$ cat src/rtl/msx_rtc_pkg.sv
// Shared RTC types and constants; all time fields are packed BCD and the bus struct has no clock
package msx_rtc_pkg;

    // One CPU I/O cycle as the RTC wrapper sees it (28 bits)
    typedef struct packed {
        logic [15:0] addr;
        logic [7:0]  wdata;
        logic        iorq;
        logic        m1;
        logic        req;
        logic        wr;
    } cpu_bus_t;

    // Port configuration, the port value is expected with bit 0 clear (17 bits)
    typedef struct packed {
        logic       enable;
        logic [7:0] port;
        logic [7:0] mask;
    } io_device_t;

    // Host time in BCD, update requests a load into the counter (57 bits)
    typedef struct packed {
        logic [7:0] year;
        logic [7:0] month;
        logic [7:0] day;
        logic [7:0] wday;
        logic [7:0] hour;
        logic [7:0] min;
        logic [7:0] sec;
        logic       update;
    } rtc_time_t;

    // Single digit write from the register file into the time counter (9 bits)
    typedef struct packed {
        logic       valid;
        logic [3:0] index;
        logic [3:0] value;
    } time_wr_t;

    // Mode register address and its value after reset (timer on, block 0)
    localparam logic [3:0] reg_mode         = 4'd13;
    localparam logic [3:0] mode_reset_value = 4'd8;

    // Nibbles per block and the pad used for the upper half of read data
    localparam int         ram_regs   = 13;
    localparam logic [3:0] nibble_pad = 4'hF;

    // The 10 Hz enable is divided down to one tick per second
    localparam int                      prescale_count = 10;
    localparam int                      prescale_width = $clog2(prescale_count);
    localparam logic [prescale_width-1:0] prescale_last = prescale_width'(prescale_count - 1);

    // Digit positions of block 0, following the RP5C01 register map
    localparam logic [3:0] reg_sec1   = 4'd0;
    localparam logic [3:0] reg_sec10  = 4'd1;
    localparam logic [3:0] reg_min1   = 4'd2;
    localparam logic [3:0] reg_min10  = 4'd3;
    localparam logic [3:0] reg_hour1  = 4'd4;
    localparam logic [3:0] reg_hour10 = 4'd5;
    localparam logic [3:0] reg_wday   = 4'd6;
    localparam logic [3:0] reg_day1   = 4'd7;
    localparam logic [3:0] reg_day10  = 4'd8;
    localparam logic [3:0] reg_mon1   = 4'd9;
    localparam logic [3:0] reg_mon10  = 4'd10;
    localparam logic [3:0] reg_year1  = 4'd11;
    localparam logic [3:0] reg_year10 = 4'd12;

    // Block 0 as the counter publishes it, one nibble per register
    typedef logic [3:0] time_nibble_t [ram_regs];

endpackage

$ cat src/rtl/dev_rtc.sv
// RTC on the Z80 I/O bus; no wait states, one port pair, reads are valid in the cycle they are asked
`timescale 1ns/1ps

module dev_rtc (
    input  logic                    clk,
    input  logic                    rst,
    input  msx_rtc_pkg::cpu_bus_t   bus,
    input  msx_rtc_pkg::io_device_t io_device,
    input  logic                    ce_10hz,
    input  msx_rtc_pkg::rtc_time_t  rtc_time,
    output logic [7:0]              data
);

    logic                      io_cycle;
    logic                      port_hit;
    logic                      selected;
    logic                      wr_req;
    logic [3:0]                rd_nibble;
    logic                      run;
    msx_rtc_pkg::time_wr_t     time_wr;
    msx_rtc_pkg::time_nibble_t now;

    // An I/O cycle is iorq without m1, which rules out interrupt acknowledge
    assign io_cycle = bus.iorq && !bus.m1;

    // The mask drops address bit 0 so both ports of the pair match
    assign port_hit = (bus.addr[7:0] & io_device.mask) == io_device.port;
    assign selected = io_device.enable && port_hit && io_cycle;

    // Writes need the request strobe and the write flag during a selected cycle
    assign wr_req = selected && bus.req && bus.wr;

    // Upper nibble reads as ones, an unselected cycle leaves the bus all ones
    assign data = selected ? {msx_rtc_pkg::nibble_pad, rd_nibble} : 8'hFF;

    rtc_register_file regs0 (
        .clk      (clk),
        .rst      (rst),
        .req      (wr_req),
        .sel_data (bus.addr[0]),
        .wdata    (bus.wdata[3:0]),
        .now      (now),
        .time_wr  (time_wr),
        .run      (run),
        .rdata    (rd_nibble)
    );

    // Reset doubles as the setup load from the host time
    rtc_time_counter time0 (
        .clk       (clk),
        .rst       (rst),
        .run       (run),
        .ce_10hz   (ce_10hz),
        .load_time (rtc_time),
        .time_wr   (time_wr),
        .now       (now)
    );

    // An interrupt acknowledge cycle never disturbs the address latch or mode register
    m1_no_write: assert property (@(posedge clk) disable iff (rst)
        bus.m1 |=> $stable(regs0.addr_q) && $stable(regs0.mode_q));

endmodule

$ cat src/rtl/rtc_register_file.sv
// RP5C01-style register file; registers E and F ignore writes, RAM contents do not survive power-off
`timescale 1ns/1ps

module rtc_register_file (
    input  logic                      clk,
    input  logic                      rst,
    input  logic                      req,
    input  logic                      sel_data,
    input  logic [3:0]                wdata,
    input  msx_rtc_pkg::time_nibble_t now,
    output msx_rtc_pkg::time_wr_t     time_wr,
    output logic                      run,
    output logic [3:0]                rdata
);

    // Register address written through the address port
    logic [3:0] addr_q;

    // Mode register with the timer enable in bit 3, spare storage in bit 2 and the block select
    // in bits 1 to 0
    logic [3:0] mode_q;
    logic [1:0] blk;

    // Blocks 1 to 3 hold the alarm block as plain storage and the two RAM blocks
    logic [3:0] ram_q [1:3][msx_rtc_pkg::ram_regs];

    logic wr_addr;
    logic wr_data;
    logic in_block;

    assign blk = mode_q[1:0];
    assign run = mode_q[3];

    // The address port and data port share one strobe and address bit 0 picks between them
    assign wr_addr = req && !sel_data;
    assign wr_data = req && sel_data;

    // Only registers 0 to 12 are banked and 13 is the mode register in every block
    assign in_block = addr_q < 4'(msx_rtc_pkg::ram_regs);

    // Block 0 writes go straight to the counter, which owns those digits
    assign time_wr.valid = wr_data && in_block && (blk == 2'd0);
    assign time_wr.index = addr_q;
    assign time_wr.value = wdata;

    // Address latch and mode register
    always_ff @(posedge clk) begin
        if (rst) begin
            addr_q <= '0;
            mode_q <= msx_rtc_pkg::mode_reset_value;
        end else begin
            if (wr_addr) begin
                addr_q <= wdata;
            end
            if (wr_data && addr_q == msx_rtc_pkg::reg_mode) begin
                mode_q <= wdata;
            end
        end
    end

    // Storage for blocks 1 to 3
    always_ff @(posedge clk) begin
        if (rst) begin
            for (int b = 1; b <= 3; b++) begin
                for (int r = 0; r < msx_rtc_pkg::ram_regs; r++) begin
                    ram_q[b][r] <= '0;
                end
            end
        end else if (wr_data && in_block && blk != 2'd0) begin
            ram_q[blk][addr_q] <= wdata;
        end
    end

    // The read side is combinational so the data port shows the addressed nibble at once
    always_comb begin
        if (addr_q == msx_rtc_pkg::reg_mode) begin
            rdata = mode_q;
        end else if (!in_block) begin
            // Registers E and F
            rdata = msx_rtc_pkg::nibble_pad;
        end else if (blk == 2'd0) begin
            rdata = now[addr_q];
        end else begin
            rdata = ram_q[blk][addr_q];
        end
    end

    // A write aimed at blocks 1 to 3 lands in storage and reads back on the next cycle
    storage_readback: assert property (@(posedge clk) disable iff (rst)
        wr_data && in_block && (blk != 2'd0) |=> rdata == $past(wdata));

endmodule

$ cat src/rtl/rtc_time_counter.sv
// BCD calendar, 24-hour mode only; expects valid BCD on load and writes, no alarm or 1 Hz output
`timescale 1ns/1ps

module rtc_time_counter (
    input  logic                      clk,
    input  logic                      rst,
    input  logic                      run,
    input  logic                      ce_10hz,
    input  msx_rtc_pkg::rtc_time_t    load_time,
    input  msx_rtc_pkg::time_wr_t     time_wr,
    output msx_rtc_pkg::time_nibble_t now
);

    // Calendar state, two BCD digits per field
    logic [7:0] sec;
    logic [7:0] min;
    logic [7:0] hour;
    logic [7:0] wday;
    logic [7:0] day;
    logic [7:0] month;
    logic [7:0] year;

    // Values the calendar takes if this edge carries a one-second tick
    logic [7:0] sec_n;
    logic [7:0] min_n;
    logic [7:0] hour_n;
    logic [7:0] wday_n;
    logic [7:0] day_n;
    logic [7:0] month_n;
    logic [7:0] year_n;

    logic [msx_rtc_pkg::prescale_width-1:0] presc;
    logic                                   tick;
    logic                                   leap;
    logic [7:0]                             month_days;

    // Adds one to a two-digit BCD value; 99 is handled by the caller
    function automatic logic [7:0] bcd_inc(input logic [7:0] v);
        if (v[3:0] == 4'd9) begin
            return {v[7:4] + 4'd1, 4'd0};
        end
        return {v[7:4], v[3:0] + 4'd1};
    endfunction

    // The prescaler keeps counting while the timer is stopped, only the tick is held back
    assign tick = ce_10hz && run && (presc == msx_rtc_pkg::prescale_last);

    // A two-digit year divisible by four, read straight from the BCD digits
    assign leap = year[4] ? (year[3:0] == 4'd2 || year[3:0] == 4'd6)
                          : (year[3:0] == 4'd0 || year[3:0] == 4'd4 || year[3:0] == 4'd8);

    // Last day of the current month in BCD
    always_comb begin
        case (month)
            8'h02:                      month_days = leap ? 8'h29 : 8'h28;
            8'h04, 8'h06, 8'h09, 8'h11: month_days = 8'h30;
            default:                    month_days = 8'h31;
        endcase
    end

    // Carry chain, every stage only moves when all lower stages wrap
    always_comb begin
        sec_n   = sec;
        min_n   = min;
        hour_n  = hour;
        wday_n  = wday;
        day_n   = day;
        month_n = month;
        year_n  = year;
        if (tick) begin
            sec_n = (sec == 8'h59) ? 8'h00 : bcd_inc(sec);
            if (sec == 8'h59) begin
                min_n = (min == 8'h59) ? 8'h00 : bcd_inc(min);
                if (min == 8'h59) begin
                    hour_n = (hour == 8'h23) ? 8'h00 : bcd_inc(hour);
                    if (hour == 8'h23) begin
                        // Day of week runs 0 to 6 independently of the date
                        wday_n = (wday == 8'h06) ? 8'h00 : wday + 8'd1;
                        day_n  = (day == month_days) ? 8'h01 : bcd_inc(day);
                        if (day == month_days) begin
                            month_n = (month == 8'h12) ? 8'h01 : bcd_inc(month);
                            if (month == 8'h12) begin
                                year_n = (year == 8'h99) ? 8'h00 : bcd_inc(year);
                            end
                        end
                    end
                end
            end
        end
    end

    // Load beats a digit write, and a digit write beats the tick on the same edge
    always_ff @(posedge clk) begin
        if (rst || load_time.update) begin
            sec   <= load_time.sec;
            min   <= load_time.min;
            hour  <= load_time.hour;
            wday  <= load_time.wday;
            day   <= load_time.day;
            month <= load_time.month;
            year  <= load_time.year;
            presc <= '0;
        end else begin
            if (ce_10hz) begin
                presc <= (presc == msx_rtc_pkg::prescale_last) ? '0 : presc + 1'b1;
            end
            if (time_wr.valid) begin
                case (time_wr.index)
                    msx_rtc_pkg::reg_sec1:   sec[3:0]   <= time_wr.value;
                    msx_rtc_pkg::reg_sec10:  sec[7:4]   <= time_wr.value;
                    msx_rtc_pkg::reg_min1:   min[3:0]   <= time_wr.value;
                    msx_rtc_pkg::reg_min10:  min[7:4]   <= time_wr.value;
                    msx_rtc_pkg::reg_hour1:  hour[3:0]  <= time_wr.value;
                    msx_rtc_pkg::reg_hour10: hour[7:4]  <= time_wr.value;
                    msx_rtc_pkg::reg_wday:   wday[3:0]  <= time_wr.value;
                    msx_rtc_pkg::reg_day1:   day[3:0]   <= time_wr.value;
                    msx_rtc_pkg::reg_day10:  day[7:4]   <= time_wr.value;
                    msx_rtc_pkg::reg_mon1:   month[3:0] <= time_wr.value;
                    msx_rtc_pkg::reg_mon10:  month[7:4] <= time_wr.value;
                    msx_rtc_pkg::reg_year1:  year[3:0]  <= time_wr.value;
                    msx_rtc_pkg::reg_year10: year[7:4]  <= time_wr.value;
                    default: ;
                endcase
            end else begin
                sec   <= sec_n;
                min   <= min_n;
                hour  <= hour_n;
                wday  <= wday_n;
                day   <= day_n;
                month <= month_n;
                year  <= year_n;
            end
        end
    end

    // Block 0 as the register file reads it
    always_comb begin
        now[msx_rtc_pkg::reg_sec1]   = sec[3:0];
        now[msx_rtc_pkg::reg_sec10]  = sec[7:4];
        now[msx_rtc_pkg::reg_min1]   = min[3:0];
        now[msx_rtc_pkg::reg_min10]  = min[7:4];
        now[msx_rtc_pkg::reg_hour1]  = hour[3:0];
        now[msx_rtc_pkg::reg_hour10] = hour[7:4];
        now[msx_rtc_pkg::reg_wday]   = wday[3:0];
        now[msx_rtc_pkg::reg_day1]   = day[3:0];
        now[msx_rtc_pkg::reg_day10]  = day[7:4];
        now[msx_rtc_pkg::reg_mon1]   = month[3:0];
        now[msx_rtc_pkg::reg_mon10]  = month[7:4];
        now[msx_rtc_pkg::reg_year1]  = year[3:0];
        now[msx_rtc_pkg::reg_year10] = year[7:4];
    end

    // The clock fields stay in range across loads, writes and carries
    time_in_range: assert property (@(posedge clk)
        !rst |-> (sec < 8'h60) && (min < 8'h60) && (hour < 8'h24));

endmodule

$ cat config.mk
export PLATFORM = sky130hd
export DESIGN_NAME = dev_rtc
export DESIGN_NICKNAME = d
export VERILOG_FILES = /design/src/rtl/msx_rtc_pkg.sv /design/src/rtl/dev_rtc.sv /design/src/rtl/rtc_register_file.sv /design/src/rtl/rtc_time_counter.sv
export SDC_FILE = /design/constraint.sdc
export NUM_CORES = 1
export LEC_CHECK = 0
export ABC_AREA = 1
export BUFFER_PORTS_ARGS = -buffer_cell sky130_fd_sc_hd__clkbuf_2
export CORE_MARGIN = 3
export CORE_UTILIZATION = 57
export DETAILED_ROUTE_END_ITERATION = 8
export HOLD_SLACK_MARGIN = 0.15
export PLACE_DENSITY = 0.76
export SKIP_CTS_REPAIR_TIMING = 1
export SKIP_LAST_GASP = 1
export SLEW_MARGIN = 20
export SYNTH_ARGS = -nofsm -noshare
export SYNTH_HDL_FRONTEND = slang
export SYNTH_HIERARCHICAL = 1
export SYNTH_SLANG_ARGS = --single-unit
$ cat constraint.sdc
create_clock -name clk -period 4.1 [get_ports clk]
set_input_delay 0 -clock clk [delete_from_list [all_inputs] [get_ports clk]]
set_output_delay 0 -clock clk [all_outputs]
set_load 0.005 [all_outputs]
==> key figures <==
Worst setup path
  – Critical Path RT: 4100 ps
  – Peak fanout along the critical path: 78
  – Crit. End Element: output pin
  – Data arrival time of the critical path: 3380 ps
  – Startpoint Class: register
  – Critical Setup Path Class: register to output pin

Global routing
  – Largest net degree at the start of global routing: 79
  – Overall routing resource usage: 27.0%
  – Gr ovfl total: 0
  – Initial antenna violation count: 0
  – Vias in the first global route: 12300
  – First-pass GRT wire length: 62300 microns

STA
  – Fin. Hold Viols: 0
  – Final min period: 3380 ps
  – Setup WS post-layout: 720 ps
  – Final setup fails: 0
  – Worst slew margin: 22.6%
  – Final period util: 82.4%
  – Tightest Pin Transition: 1160 ps
  – Clock Skews: 29.6 ps
  – Max Slew Vio Count: 0
  – RSZ-0062 raised after global routing: no
  – Max Fclk: 0.296 GHz
  – Setup_tns: 0 ps

Layout
  – Design Area, Final: 0.0179 sq mm
  – Antenna Cells: 0
  – Reg area: 0.00821 sq mm
  – Fraction of layout cells with a size suffix above 1: 9.54%
  – P&R area growth vs syn: 15.1%
  – NumNets Final: 2211
  – Final cell count without fillers: 2442
  – Multi-input gate area: 0.00607 sq mm
  – Fillers: 2140

Floorplanning
  – Floorplan row count: 59
  – Die Ht: 171 microns
  – Horiz. Die Dim: 171 microns
  – Ports: 113
  – Core Box Area: 0.0264 sq mm
  – Starting Density: 58.7%
  – Die Area: 0.0292 sq mm

Synth
  – Async SR Flop Fraction: 0%
  – Synthesized instance count: 1913
  – Synth Cell Area: 0.0155 sq mm
  – Syn_area_per_cell: 8.11 sq um
  – Most numerous cell in the Yosys netlist: nand2_1
  – Post-synth EDFFs: 264
  – Synthesis warning total: 6
  – Cell variety after synth: 46
  – Seq cells post-synth: 278
  – Commonest cells in the synthesized netlist: nand2_1, nor2_1, inv_1, edfxtp_1, nand3_1
  – Synth top area share: 51.1%
  – Synth area leader: edfxtp_1
  – Top post-synthesis cells by area: edfxtp_1, nand2_1, nor2_1
  – Synth Flop Type: edfxtp_1
  – Post-synthesis sequential area ratio: 52.9%

Clocking
  – Number of H-tree levels: 1
  – Reg clk slew, reported paths: 60 ps
  – CTS tree: built
  – Root Buffer: clkbuf_16
  – Clock sinks: 278
  – Clk buf depth: 3
  – CTS Buf Count: 29
  – Worst-skew pair later-pin latency: 560 ps

Detailed routing
  – DRC Markers: 0
  – Total wire length: 41600 microns
  – Iter 0 DRT Violations: 1605
  – DR pass1 iterations: 8
  – Antenna Nets Post-Route: 0
  – DR vias/cell: 5.48
  – Via count: 13400
  – Drt wl/cell: 17.0 microns

Pwr
  – Design Power: 6380 uW
  – Worst vdd ir: 0.000297 V
  – P_leak: 0.00829 uW
  – Pwr per Cell Area: 357 mW/mm^2

Placement
  – Worst slack at placement: 1130 ps
  – DP Area: 0.0163 sq mm
  – RePlAce Congestion: 0.926
  – Placed Instances: 2321
  – Hpwl dp: 26000 microns
  – I/O Buffers: 96

Outcome
  – Status: completed

Run
  – MaxCap Viol Count: 0

Hold path
  – Hold crit path type: input pin to register
==> state kept, by name, indices dropped and copies added (netlist names), named ones only <==
signal and flops:
time0/presc 4, time0/min 8, time0/day 8, regs0/ram_q 208, time0/month 8, regs0/mode_q 4
time0/sec 8, time0/year 8, regs0/addr_q 4, time0/hour 8, time0/wday 8
==> cell families (layout without fill, tap and decap cells) <==
family / after synthesis / in the layout / share of synthesized area, %
AO/OA/AOI/OAI: 163 / 163 / 6.21
XOR/XNOR: 21 / 21 / 1.19
adder cells (fa/ha/maj): 22 / 22 / 1.77
buffers and inverters: 367 / 507 / 9.36
flip-flops: 278 / 278 / 52.9
other: 2 / 56 / 0.0484
AND/OR/NAND/NOR: 1060 / 1060 / 28.5
==> through the flow <==
step	hold WS, ps	util (%)
5_1_grt	194	67.6
4_1_cts	-312	65.1
6_report	140	67.6
2_1_floorplan	98.9	-
3_3_place_gp	262	61.8
3_5_place_dp	279	61.8
==> final cells by class <==
class | count | area share [%]
flip-flops and latches | 278 | 46.0
multi-input cells | 1322 | 34.0
repair buffers | 178 | 7.14
inverters | 275 | 5.78
clock buffers | 41 | 4.37
well taps | 335 | 2.35
clock inverters | 13 | 0.385
==> layout by cell type (no fill, tap or decap), types with 12 or more instances in the layout <==
cell type,count
a21oi_1,70
a22oi_1,24
buf_4,14
clkbuf_16,29
clkbuf_2,96
conb_1,56
dfxtp_1,12
dlygate4sd3_1,67
edfxtp_1,264
ha_1,22
inv_1,266
nand2_1,578
nand3_1,144
nor2_1,281
nor2_2,12
nor3_1,14
o21ai_0,37
==> critical path, stage by stage (launching register included) <==
cell,delay (ps)
dfxtp_4,540
buf_4,720
nand2_1,140
nand3_1,120
nand2_1,60
nand2_1,80
nand2_1,50
nor2_1,160
nor2_1,60
nor2_1,220
nand2_1,100
nand2_1,70
a21oi_1,100
inv_1,70
nand3_1,90
clkbuf_2,120
==> power breakdown <==
part	internal (uW)	switching (uW)
logic	235	388
registers	3280	87.3
clock network	1320	1070
==> metal layers <==
metal  routed length (microns)  vias to the layer above  part of all wire [%]  track usage, %
met5                         0                        -                     0               0
met4                      1390                        0                   3.3            9.62
met3                      4050                      117                   9.7            3.58
met2                     19800                      719                    48            44.2
met1                     16300                     6153                    39            37.4
li1                          -                     6397                     -               -
==> final timing paths <==
kind | startpoint | end | slack (ps) | cells past startpoint
setup / recovery | register | data[1] | 720 | 15
setup reg to reg | regs0/addr_q[3] | time0/sec[5] | 1050 | 11
hold reg to reg | time0/presc[2] | time0/presc[2] | 480 | 2
hold / removal | rst | time0/presc[2] | 140 | 5
(Power assumes the default switching activity.)
